==> src/fc_pkg.sv <==
`default_nettype none

package fc_pkg;

    // ~~~~~~~~~~~~~~~~~~~~~~~~~~~~~~~~~~~~~~~~~~~~~~~~~~~~~~~~~~~~
    // engine sizes
    // ~~~~~~~~~~~~~~~~~~~~~~~~~~~~~~~~~~~~~~~~~~~~~~~~~~~~~~~~~~~~
    localparam int LANES      = 4;
    localparam int IN_LEN     = 64;
    localparam int OUT_LEN    = 16;
    localparam int PASSES     = OUT_LEN / LANES;
    localparam int WBUF_DEPTH = PASSES * IN_LEN;

    localparam int K_W     = $clog2(IN_LEN);     // input index width.
    localparam int PASS_W  = $clog2(PASSES);
    localparam int LANE_W  = $clog2(LANES);
    localparam int OUT_W   = $clog2(OUT_LEN);    // result buffer address width.
    localparam int WADDR_W = $clog2(WBUF_DEPTH); // per-lane weight address width.

    // region tag, byte address bits 21:19.
    typedef enum logic [2:0] {
        TAG_SA          = 3'd0,
        TAG_FC_WEIGHT   = 3'd1,
        TAG_FC_INPUT    = 3'd2,
        TAG_P_ADDR_BUF  = 3'd3,
        TAG_FC_DATA_BUF = 3'd4,
        TAG_SA_DATA_BUF = 3'd5,
        TAG_CTRL        = 3'd6
    } tag_e;

    typedef logic signed [7:0]  act_t;
    typedef logic signed [23:0] acc_t;

    typedef struct packed {
        logic sat;   // set when the value was clipped.
        act_t value;
    } fc_result_t;

    typedef struct packed {
        logic       start;
        logic [3:0] shift;
    } ctrl_t;

    typedef struct packed {
        logic busy;
        logic done;
    } status_t;

    typedef struct packed {
        logic               we;
        logic [WADDR_W-1:0] addr;
        act_t               data;
    } lane_wr_t;

    typedef struct packed {
        logic              valid;
        logic              first;
        logic              last;
        logic [K_W-1:0]    k;
        logic [PASS_W-1:0] pass;
    } step_t;

    typedef struct packed {
        logic valid;
        acc_t sum;
    } lane_res_t;

endpackage

`default_nettype wire

==> src/fc_collector.sv <==
`timescale 1ns/100ps
`default_nettype none

module fc_collector import fc_pkg::*; (
    input  wire logic              clk_a_i,
    input  wire logic              arst_n_i,
    input  wire lane_res_t         res_i [LANES],
    input  wire logic [3:0]        shift_i,
    input  wire logic [PASS_W-1:0] pass_i,
    input  wire logic              final_pass_i,
    output logic                   we_o,
    output logic [OUT_W-1:0]       waddr_o,
    output fc_result_t             wdata_o,
    output logic                   last_write_o
);

    acc_t              sum_q [LANES];
    logic [PASS_W-1:0] pass_q;
    logic              final_q;
    logic              active_q;
    logic [LANE_W-1:0] idx_q;
    logic              res_valid;

    // arithmetic shift right, then clip to int8.
    function automatic fc_result_t requant(acc_t sum, logic [3:0] shift);
        acc_t       shifted;
        fc_result_t r;
        shifted = sum >>> shift;
        if (shifted > acc_t'(127)) begin
            r.sat   = 1'b1;
            r.value = 8'sh7f;
        end else if (shifted < acc_t'(-128)) begin
            r.sat   = 1'b1;
            r.value = 8'sh80;
        end else begin
            r.sat   = 1'b0;
            r.value = act_t'(shifted[7:0]);
        end
        return r;
    endfunction

    // all lanes run in lockstep so their valids coincide.
    always_comb begin
        res_valid = 1'b0;
        for (int i = 0; i < LANES; i++) begin
            res_valid = res_valid | res_i[i].valid;
        end
    end

    // by the time sums arrive the sequencer has moved on one pass.
    always_ff @(posedge clk_a_i) begin
        if (res_valid) begin
            for (int i = 0; i < LANES; i++) begin
                sum_q[i] <= res_i[i].sum;
            end
            pass_q <= pass_i - 1'b1;
        end
    end

    always_ff @(posedge clk_a_i or negedge arst_n_i) begin
        if (!arst_n_i) begin
            active_q <= 1'b0;
            idx_q    <= '0;
            final_q  <= 1'b0;
        end else if (res_valid) begin
            active_q <= 1'b1;
            idx_q    <= '0;
            final_q  <= final_pass_i;
        end else if (active_q) begin
            idx_q <= idx_q + 1'b1;
            if (idx_q == LANE_W'(LANES - 1)) begin
                active_q <= 1'b0;
            end
        end
    end

    assign we_o         = active_q;
    assign waddr_o      = {pass_q, idx_q}; // neuron pass*LANES + lane.
    assign wdata_o      = requant(sum_q[idx_q], shift_i);
    assign last_write_o = active_q & final_q & (idx_q == LANE_W'(LANES - 1));

endmodule

`default_nettype wire

==> config.mk <==
export PLATFORM = sky130hd
export DESIGN_NAME = fc_collector
export DESIGN_NICKNAME = d
export VERILOG_FILES = /design/src/fc_pkg.sv /design/src/fc_collector.sv
export SDC_FILE = /design/constraint.sdc
export NUM_CORES = 1
export LEC_CHECK = 0
export CAP_MARGIN = 40
export CORE_MARGIN = 3
export CORE_UTILIZATION = 52
export CTS_CLUSTER_SIZE = 30
export DETAILED_ROUTE_END_ITERATION = 10
export DONT_BUFFER_PORTS = 1
export PLACE_DENSITY = 0.69
export SLEW_MARGIN = 20
export SYNTH_ARGS = -nofsm -noshare
export SYNTH_HDL_FRONTEND = slang
export SYNTH_SLANG_ARGS = --single-unit
==> constraint.sdc <==
create_clock -name clk_a_i -period 4.6 [get_ports clk_a_i]
set_clock_uncertainty 0.15 [all_clocks]
set_input_delay 0.69 -clock clk_a_i [delete_from_list [all_inputs] [get_ports clk_a_i]]
set_output_delay 0.69 -clock clk_a_i [all_outputs]
set_load 0.02 [all_outputs]
# --- Word level (Yosys, flattened, before mapping) ---
# Memory sizes are Yosys's and may differ from the RTL's.
# Index checks and enable logic that the tools add are counted.
op_classes:
  reduce_logical: 1
  n_eq_ne: 1
  mux: 9
  bitwise: 5
  shift: 1
  order_cmp: 2
  addsub: 2
ops:
  columns: ["operator", "count"]
  rows:
  - ["24-bit by 8-bit greater-than comparator with 1-bit output (second input constant)", 1]
  - ["24-bit by 8-bit less-than comparator with 1-bit output (second input constant)", 1]
  - ["24-bit by 4-bit >>> shifter with 24-bit output", 1]
  - ["9-bit two-way mux", 2]
  - ["1-bit two-way mux", 5]
  - ["2-bit two-way mux", 2]
  - ["1-bit bitwise OR", 3]
  - ["2-bit by 1-bit adder with 2-bit output (second input constant)", 1]
  - ["1-bit AND", 2]
  - ["2-bit equality test (second input constant)", 1]
  - ["2-bit nonzero test", 1]
  - ["2-bit by 1-bit subtractor with 2-bit output (second input constant)", 1]
totals:
  output_inout_bits: 15
  wordCells: 26
  ram_bits: 96
  inputBits: 109
  mem_count: 1
  regBits: 6
mem_list:
  columns: ["memory", "words", "word_bits", "read_ports", "rd_clocked_by_memory_dff", "wr", "line_no", "source"]
  rows:
  - ["sum_q", 4, 24, 1, 0, 4, "fc_collector.sv:17", "acc_t sum_q [LANES];"]

# --- Depth between registers and ports, before layout ---
# Gate-level depths: netlist of the first run.
logic_depth:
  ltp_word: 5
  depth_mapped: 11
  ltp_nobuf: 8

# --- Least setup slack after synthesis of the first run ---
# OpenSTA, ideal clock, no wires.
synth_path:
  path_kind: "input-to-reg"
  start: "in res_i[99] (netlist bit)"
  end: "reg final_q"
  setup_ps: 134
  n_path_buf: 1
  arrival_ps: 4053
  path_stages: 3
  setup_slack_ps: 263
  required_time_ps: 4316
  cell_sequence: "or4_1 clkbuf_1 mux2_2"
synth_between:
  elab_chain_cells: 3
synth_lines:
  columns: ["item", "line_no", "source"]
  rows:
  - ["from (decl)", "fc_collector.sv:7", "input wire lane_res_t res_i [LANES],"]
  - ["1-bit bitwise OR (3 in series)", "fc_collector.sv:46", "res_valid = res_valid | res_i[i].valid;"]
  - ["via res_valid", "fc_collector.sv:22", "logic res_valid;"]
  - ["to (signal assigned)", "fc_collector.sv:68", "final_q <= final_pass_i;"]
  - ["to (decl)", "fc_collector.sv:19", "logic final_q;"]
# The timed path passes the listed nets, and every way through them passes these cells.
# A chain may end at the register's enable or synchronous reset.

==> results of run 1 <==
logic make-up (layout without fill, tap and decap cells):
group / Yosys count / after routing / synth area share, %
flip-flops: 102 / 102 / 58.8
XOR/XNOR: 2 / 2 / 0.338
AND/OR/NAND/NOR: 92 / 92 / 8.14
adder cells (fa/ha/maj): 1 / 1 / 0.242
multiplexers: 66 / 66 / 18.7
AO/OA/AOI/OAI: 72 / 72 / 10.5
buffers and inverters: 31 / 34 / 3.33
power by group:
| group | total [mW] | switching, mW | leakage (nW) | internal (mW) |
|---|---|---|---|---|
| clock | 0.605 | 0.336 | 0.113 | 0.270 |
| sequential | 1.11 | 0.0239 | 1.07 | 1.09 |
| combinational | 0.249 | 0.142 | 0.767 | 0.107 |
stage by stage:
step	setup slack (ps)	cell area (um^2)	util (%)
2_1_floorplan	263	5180	-
3_3_place_gp	496	5270	55.7
3_5_place_dp	435	5270	55.7
4_1_cts	6.78	5500	58.2
6_report	166	5540	58.6
5_1_grt	18.0	5540	58.6
flip-flops by register name, summed over array words and instances (netlist names):
name / count
final_q: 1
idx_q: 2
pass_q: 2
we_o: 1
sum_q: 96
metal layers:
metal	up-vias	wire length (um)	GRT usage, %	share of wire [%]
li1	1446	-	-	-
met1	1554	4120	23.9	38
met2	164	5430	32.6	50
met3	33	1030	7.16	9.5
met4	0	329	7.12	3.0
met5	-	0	0	0
what timing repair did:
action	4_1_cts	5_1_grt
hold buffers	1	0
buffers inserted	0	2
endpoints found under the hold margin	4	0
endpoints found under the setup margin	0	8
resized for setup	0	6
cell usage after synthesis, types with 5 or more instances:
| library cell | number |
|---|---|
| mux4_2 | 23 |
| o21ai_0 | 7 |
| mux2i_1 | 26 |
| mux2_2 | 15 |
| a22oi_1 | 5 |
| clkbuf_1 | 11 |
| edfxtp_1 | 98 |
| inv_1 | 7 |
| nor2_1 | 26 |
| a21o_1 | 8 |
| nand2_1 | 38 |
| o22ai_1 | 8 |
| o211ai_1 | 6 |
| a21oi_1 | 9 |
final cells by class:
| cell class | count | area, um^2 | share of cell area, % |
|---|---|---|---|
| Clock buffer | 9 | 124 | 2.23 |
| Inverter | 8 | 30.0 | 0.542 |
| Sequential cell | 102 | 3050 | 54.9 |
| Multi-Input combinational cell | 233 | 1980 | 35.8 |
| Timing Repair Buffer | 10 | 97.6 | 1.76 |
| Tap cell | 129 | 161 | 2.91 |
| Clock inverter | 7 | 103 | 1.85 |
worst max path at each step:
| stage | endpoint | cells past startpoint | slack (ps) | start |
|---|---|---|---|---|
| final | wdata_o[3] | 9 | 170 | idx_q[1] |
| after global routing | wdata_o[8] | 10 | 20 | idx_q[1] |
| after CTS | wdata_o[6] | 9 | 7 | idx_q[1] |
| after detailed placement | wdata_o[6] | 9 | 430 | idx_q[1] |
| after global placement | wdata_o[6] | 9 | 500 | idx_q[1] |
| after floorplan | final_q | 3 | 260 | res_i[99] |
==> reports/metrics.yaml, run 1 <==
setup_viol: 0
syn_inst: 366
syn_nets: 476
slowest_stage: "a221oi_1"
min_path_cells: 0
nFillCells: 749
antenna_found_initial: 0
outcome: "completed"
stdcell_count: 498
coreArea_mm2: 0.00946
cts_inserted_buffers: 9
reg2reg_to: "idx_q[1]"
regToRegStartpoint: "idx_q[0]"
hpwl_mm: 8.08
critPathTopFamily: "compound AO/OA/AOI/OAI gates"
syn2layout_area_growth_pct: 7.05
hold_violations: 0
seq_area_frac_synth_pct: 58.8
io_pins: 124
die_y_um: 106
post_drt_wl_per_cell_um: 21.9
initial_utilization_pct: 54.7
critPathRequiredTime_ps: 3760
via_per_inst: 6.42
rsz0062_at_grt: "false"
clock.fmax_mhz: 226
tightest_slew_ps: 656
routabilityCongestion: 0.902
fin_nets: 474
ant_nets: 0
period_needed_ps: 4430
gr-total-overflow: 0
yosysWarnings: 0
cts.sinks: 102
htreeDepth: 3
syn-cell-area_mm2: 0.00518
io_buffers: 0
whs_ps: 243
critPathArrivalTime_ps: 3590
synth-async-reset-ratio_pct: 3.92
dp_cells: 479
die_area_mm2: 0.0112
drt_wl_total_mm: 10.9
period_share_pct: 96.4
vdd.ir_drop.worst_mv: 0.292
root_buffer: "clkbuf_8"
dr.pass1.iters: 7
rrSetupSlack_ps: 3250
ys_types: 54
cp-start-kind: "flip-flop"
synth_seq_cells: 102
layout-drive-gt1-share_pct: 20.6
power_leakage_nw: 1.95
mostFrequentLayoutCell: "edfxtp_1"
grt_max_degree: 57
r2r_cells: 3
path_buf_inv: 1
max_cap_viol_count: 0
grt_pass1_vias: 3080
synth_area_leaders: "edfxtp_1 (57%), mux4_2 (10%), mux2i_1 (5.0%)"
power_mw: 1.97
worst-setup-path-type: "flip-flop to output pin"
maxSlewHeadroom_pct: 56.3
drc: 0
min_to: "sum_q[3][13]"
cp-end-kind: "output pin"
clkTransAtPathRegs_ps: 110
path_cells: "buf_12 -> mux2i_1 -> a22o_1 -> a221oi_1 -> mux4_2 -> nor4b_2 -> a21oi_1 -> o41ai_4 -> a21o_1"
clock_latency_ps: 380
drt-initial-drc-count: 225
cp_max_fo: 17
report.final.slew_viol_count: 0
p_per_area_mw_per_mm2: 355
rows: 35
synth_top_area_share_pct: 56.8
synth_area_per_cell_um2: 14.1
critical_path.max_stage_delay_ps: 530
mostFrequentLayoutCells: "edfxtp_1 (98), nand2_1 (38), nor2_1 (26), mux2i_1 (25), mux4_2 (23)"
cts_tree: "yes"
min_path_type: "input port to flip-flop"
diodes: 0
yosysTopAreaCell: "edfxtp_1"
chipWidth_um: 106
track_usage_pct: 19.7
min_from: "res_i[13]"
synth_ff_type: "edfxtp_1"
grt_pass1_wl_mm: 16.7
clockBufferDepth: 2
fin_setup_tns_ps: 0
synth_edf_count: 98
via_count: 3197
(Power assumes the default switching activity.)
==> run 2: changes to the inputs <==
Settings changed: CAP_MARGIN 40 to 20, REMOVE_ABC_BUFFERS set to 1.
==> run 2 against run 1 <==
  * Largest cell class unchanged
  * Critical path type unchanged
  * Core utilization down 0.69 points
  * Flip-flop and latch count did not move
  * Power down 2.1%
  * Routed wire length increased by 2.5%
  * Sequential power is essentially flat
  * Hold slack worse by 1.4 ps
==> reports/metrics.yaml, run 2 (synthesis results as in run 1) <==
antenna_found_initial: 0
clock_latency_ps: 370
p_comb_share_pct: 12.8
path_cells: "buf_4 -> mux2_2 -> o22ai_1 -> or2_2 -> mux4_2 -> nor4b_2 -> a21oi_1 -> o41ai_4 -> a21o_1"
drc: 0
mostFrequentLayoutCell: "edfxtp_1"
cts_tree: "yes"
io_pins: 124
rrSetupSlack_ps: 3010
initial_utilization_pct: 54.7
regMostFlops: "sum_q"
root_buffer: "clkbuf_8"
cp-start-kind: "flip-flop"
grt_pass1_vias: 3066
dr.pass1.iters: 6
largest_reg_flops: 96
cts.sinks: 102
placed_cell_area_mm2: 0.00525
via_count: 3159
pwr-share-clk_pct: 29.4
period_share_pct: 96.0
clkTransAtPathRegs_ps: 110
syn2layout_area_growth_pct: 5.80
vdd.ir_drop.worst_mv: 0.270
maxSlewHeadroom_pct: 55.4
power.switching_mw: 0.476
drt_wl_total_mm: 11.2
hold_violations: 0
rows: 35
htreeDepth: 3
grt_max_degree: 59
clock.fmax_mhz: 226
path_buf_inv: 1
die_area_mm2: 0.0112
via_per_inst: 6.39
reg.largest.list: "sum_q: 96 flops, idx_q: 2 flops, pass_q: 2 flops"
reg2reg_to: "idx_q[1]"
rsz0062_at_grt: "false"
slowest_stage: "o41ai_4"
design_area_mm2: 0.00548
power_leakage_nw: 1.91
regToRegStartpoint: "idx_q[0]"
min_path_cells: 0
fin_nets: 470
p_per_area_mw_per_mm2: 352
power_mw: 1.93
layout-drive-gt1-share_pct: 19.7
hpwl_mm: 8.23
clockBufferDepth: 2
min_from: "res_i[21]"
cp_max_fo: 15
ant_nets: 0
period_needed_ps: 4420
report.final.slew_viol_count: 0
tightest_slew_ps: 669
gr-total-overflow: 0
swShare_pct: 24.7
min_to: "sum_q[3][21]"
routabilityCongestion: 0.952
outcome: "completed"
cts_inserted_buffers: 9
post_drt_wl_per_cell_um: 22.6
max_cap_viol_count: 0
chipWidth_um: 106
p_int_mw: 1.45
grt_pass1_wl_mm: 17.0
place_ws_ps: 473
io_buffers: 0
min_path_type: "input port to flip-flop"
critPathArrivalTime_ps: 3580
mostFrequentLayoutCells: "edfxtp_1 (98), nand2_1 (38), nor2_1 (26), mux2i_1 (26), mux4_2 (23)"
seqPwrFrac_pct: 57.7
r2r_cells: 4
coreArea_mm2: 0.00946
setup_viol: 0
critical_path.max_stage_delay_ps: 540
cp-end-kind: "output pin"
diodes: 0
die_y_um: 106
worst-setup-path-type: "flip-flop to output pin"
critPathRequiredTime_ps: 3760
track_usage_pct: 20.1
drt-initial-drc-count: 255
critPathTopFamily: "compound AO/OA/AOI/OAI gates"
worst_slack_ps: 183
[run 2: routing by layer]
metal	up-vias	share of wire, %	track usage (%)
li1	1440	-	-
met1	1548	41	26.2
met2	155	49	31.4
met3	16	8.9	7.10
met4	0	1.9	7.03
met5	-	0	0
[run 2: power groups by stage]
stage	Clock [mW]	Sequential (mW)	Combinational (mW)
after floorplan	0	1.13	0.188
after global placement	0	1.13	0.242
after detailed placement	0	1.13	0.242
after CTS	0.584	1.11	0.244
after global routing	0.620	1.12	0.267
final	0.567	1.11	0.247
[run 2: worst max-delay path by stage]
stage / to / cells after the start / slack (ps) / start
6_report: wdata_o[6] / 9 / 180 / idx_q[1]
5_1_grt: wdata_o[6] / 9 / 20 / idx_q[1]
4_1_cts: wdata_o[4] / 8 / 110 / idx_q[0]
3_5_place_dp: wdata_o[4] / 8 / 470 / shift_i[1]
3_3_place_gp: wdata_o[4] / 8 / 450 / shift_i[1]
2_1_floorplan: wdata_o[6] / 7 / -30 / idx_q[1]
[run 2: what timing repair did]
action,in CTS,in global routing
endpoints found under the setup margin,0,8
hold endpoints to repair,4,0
hold buffers,1,0
setup buffers,0,0
resized for setup,0,5
[run 2: metrics by stage]
stage / TNS [ps] / hold slack, ps / util (%) / instances
floorplan: -166 / 244 / - / 343
global placement: 0 / 245 / 55.5 / 477
detailed placement: 0 / 245 / 55.5 / 477
CTS: 0 / 226 / 57.7 / 494
global route: 0 / 219 / 57.9 / 494
finish: 0 / 241 / 57.9 / 494
[run 2: final cells by class]
type                            instances  area, um^2
Clock inverter                          6        70.1
Timing Repair Buffer                    6        60.1
Multi-Input combinational cell        233        1980
Clock buffer                           10         128
Tap cell                              129         161
Inverter                                8        33.8
Fill cell                             788        3980
Sequential cell                       102        3050
[run 2: worst reg2reg max path, stage by stage (launching register included)]
cell and delay, ps:
dfrtp_2 540, buf_4 300, ha_1 270, mux2i_1 130
nor2_1 50
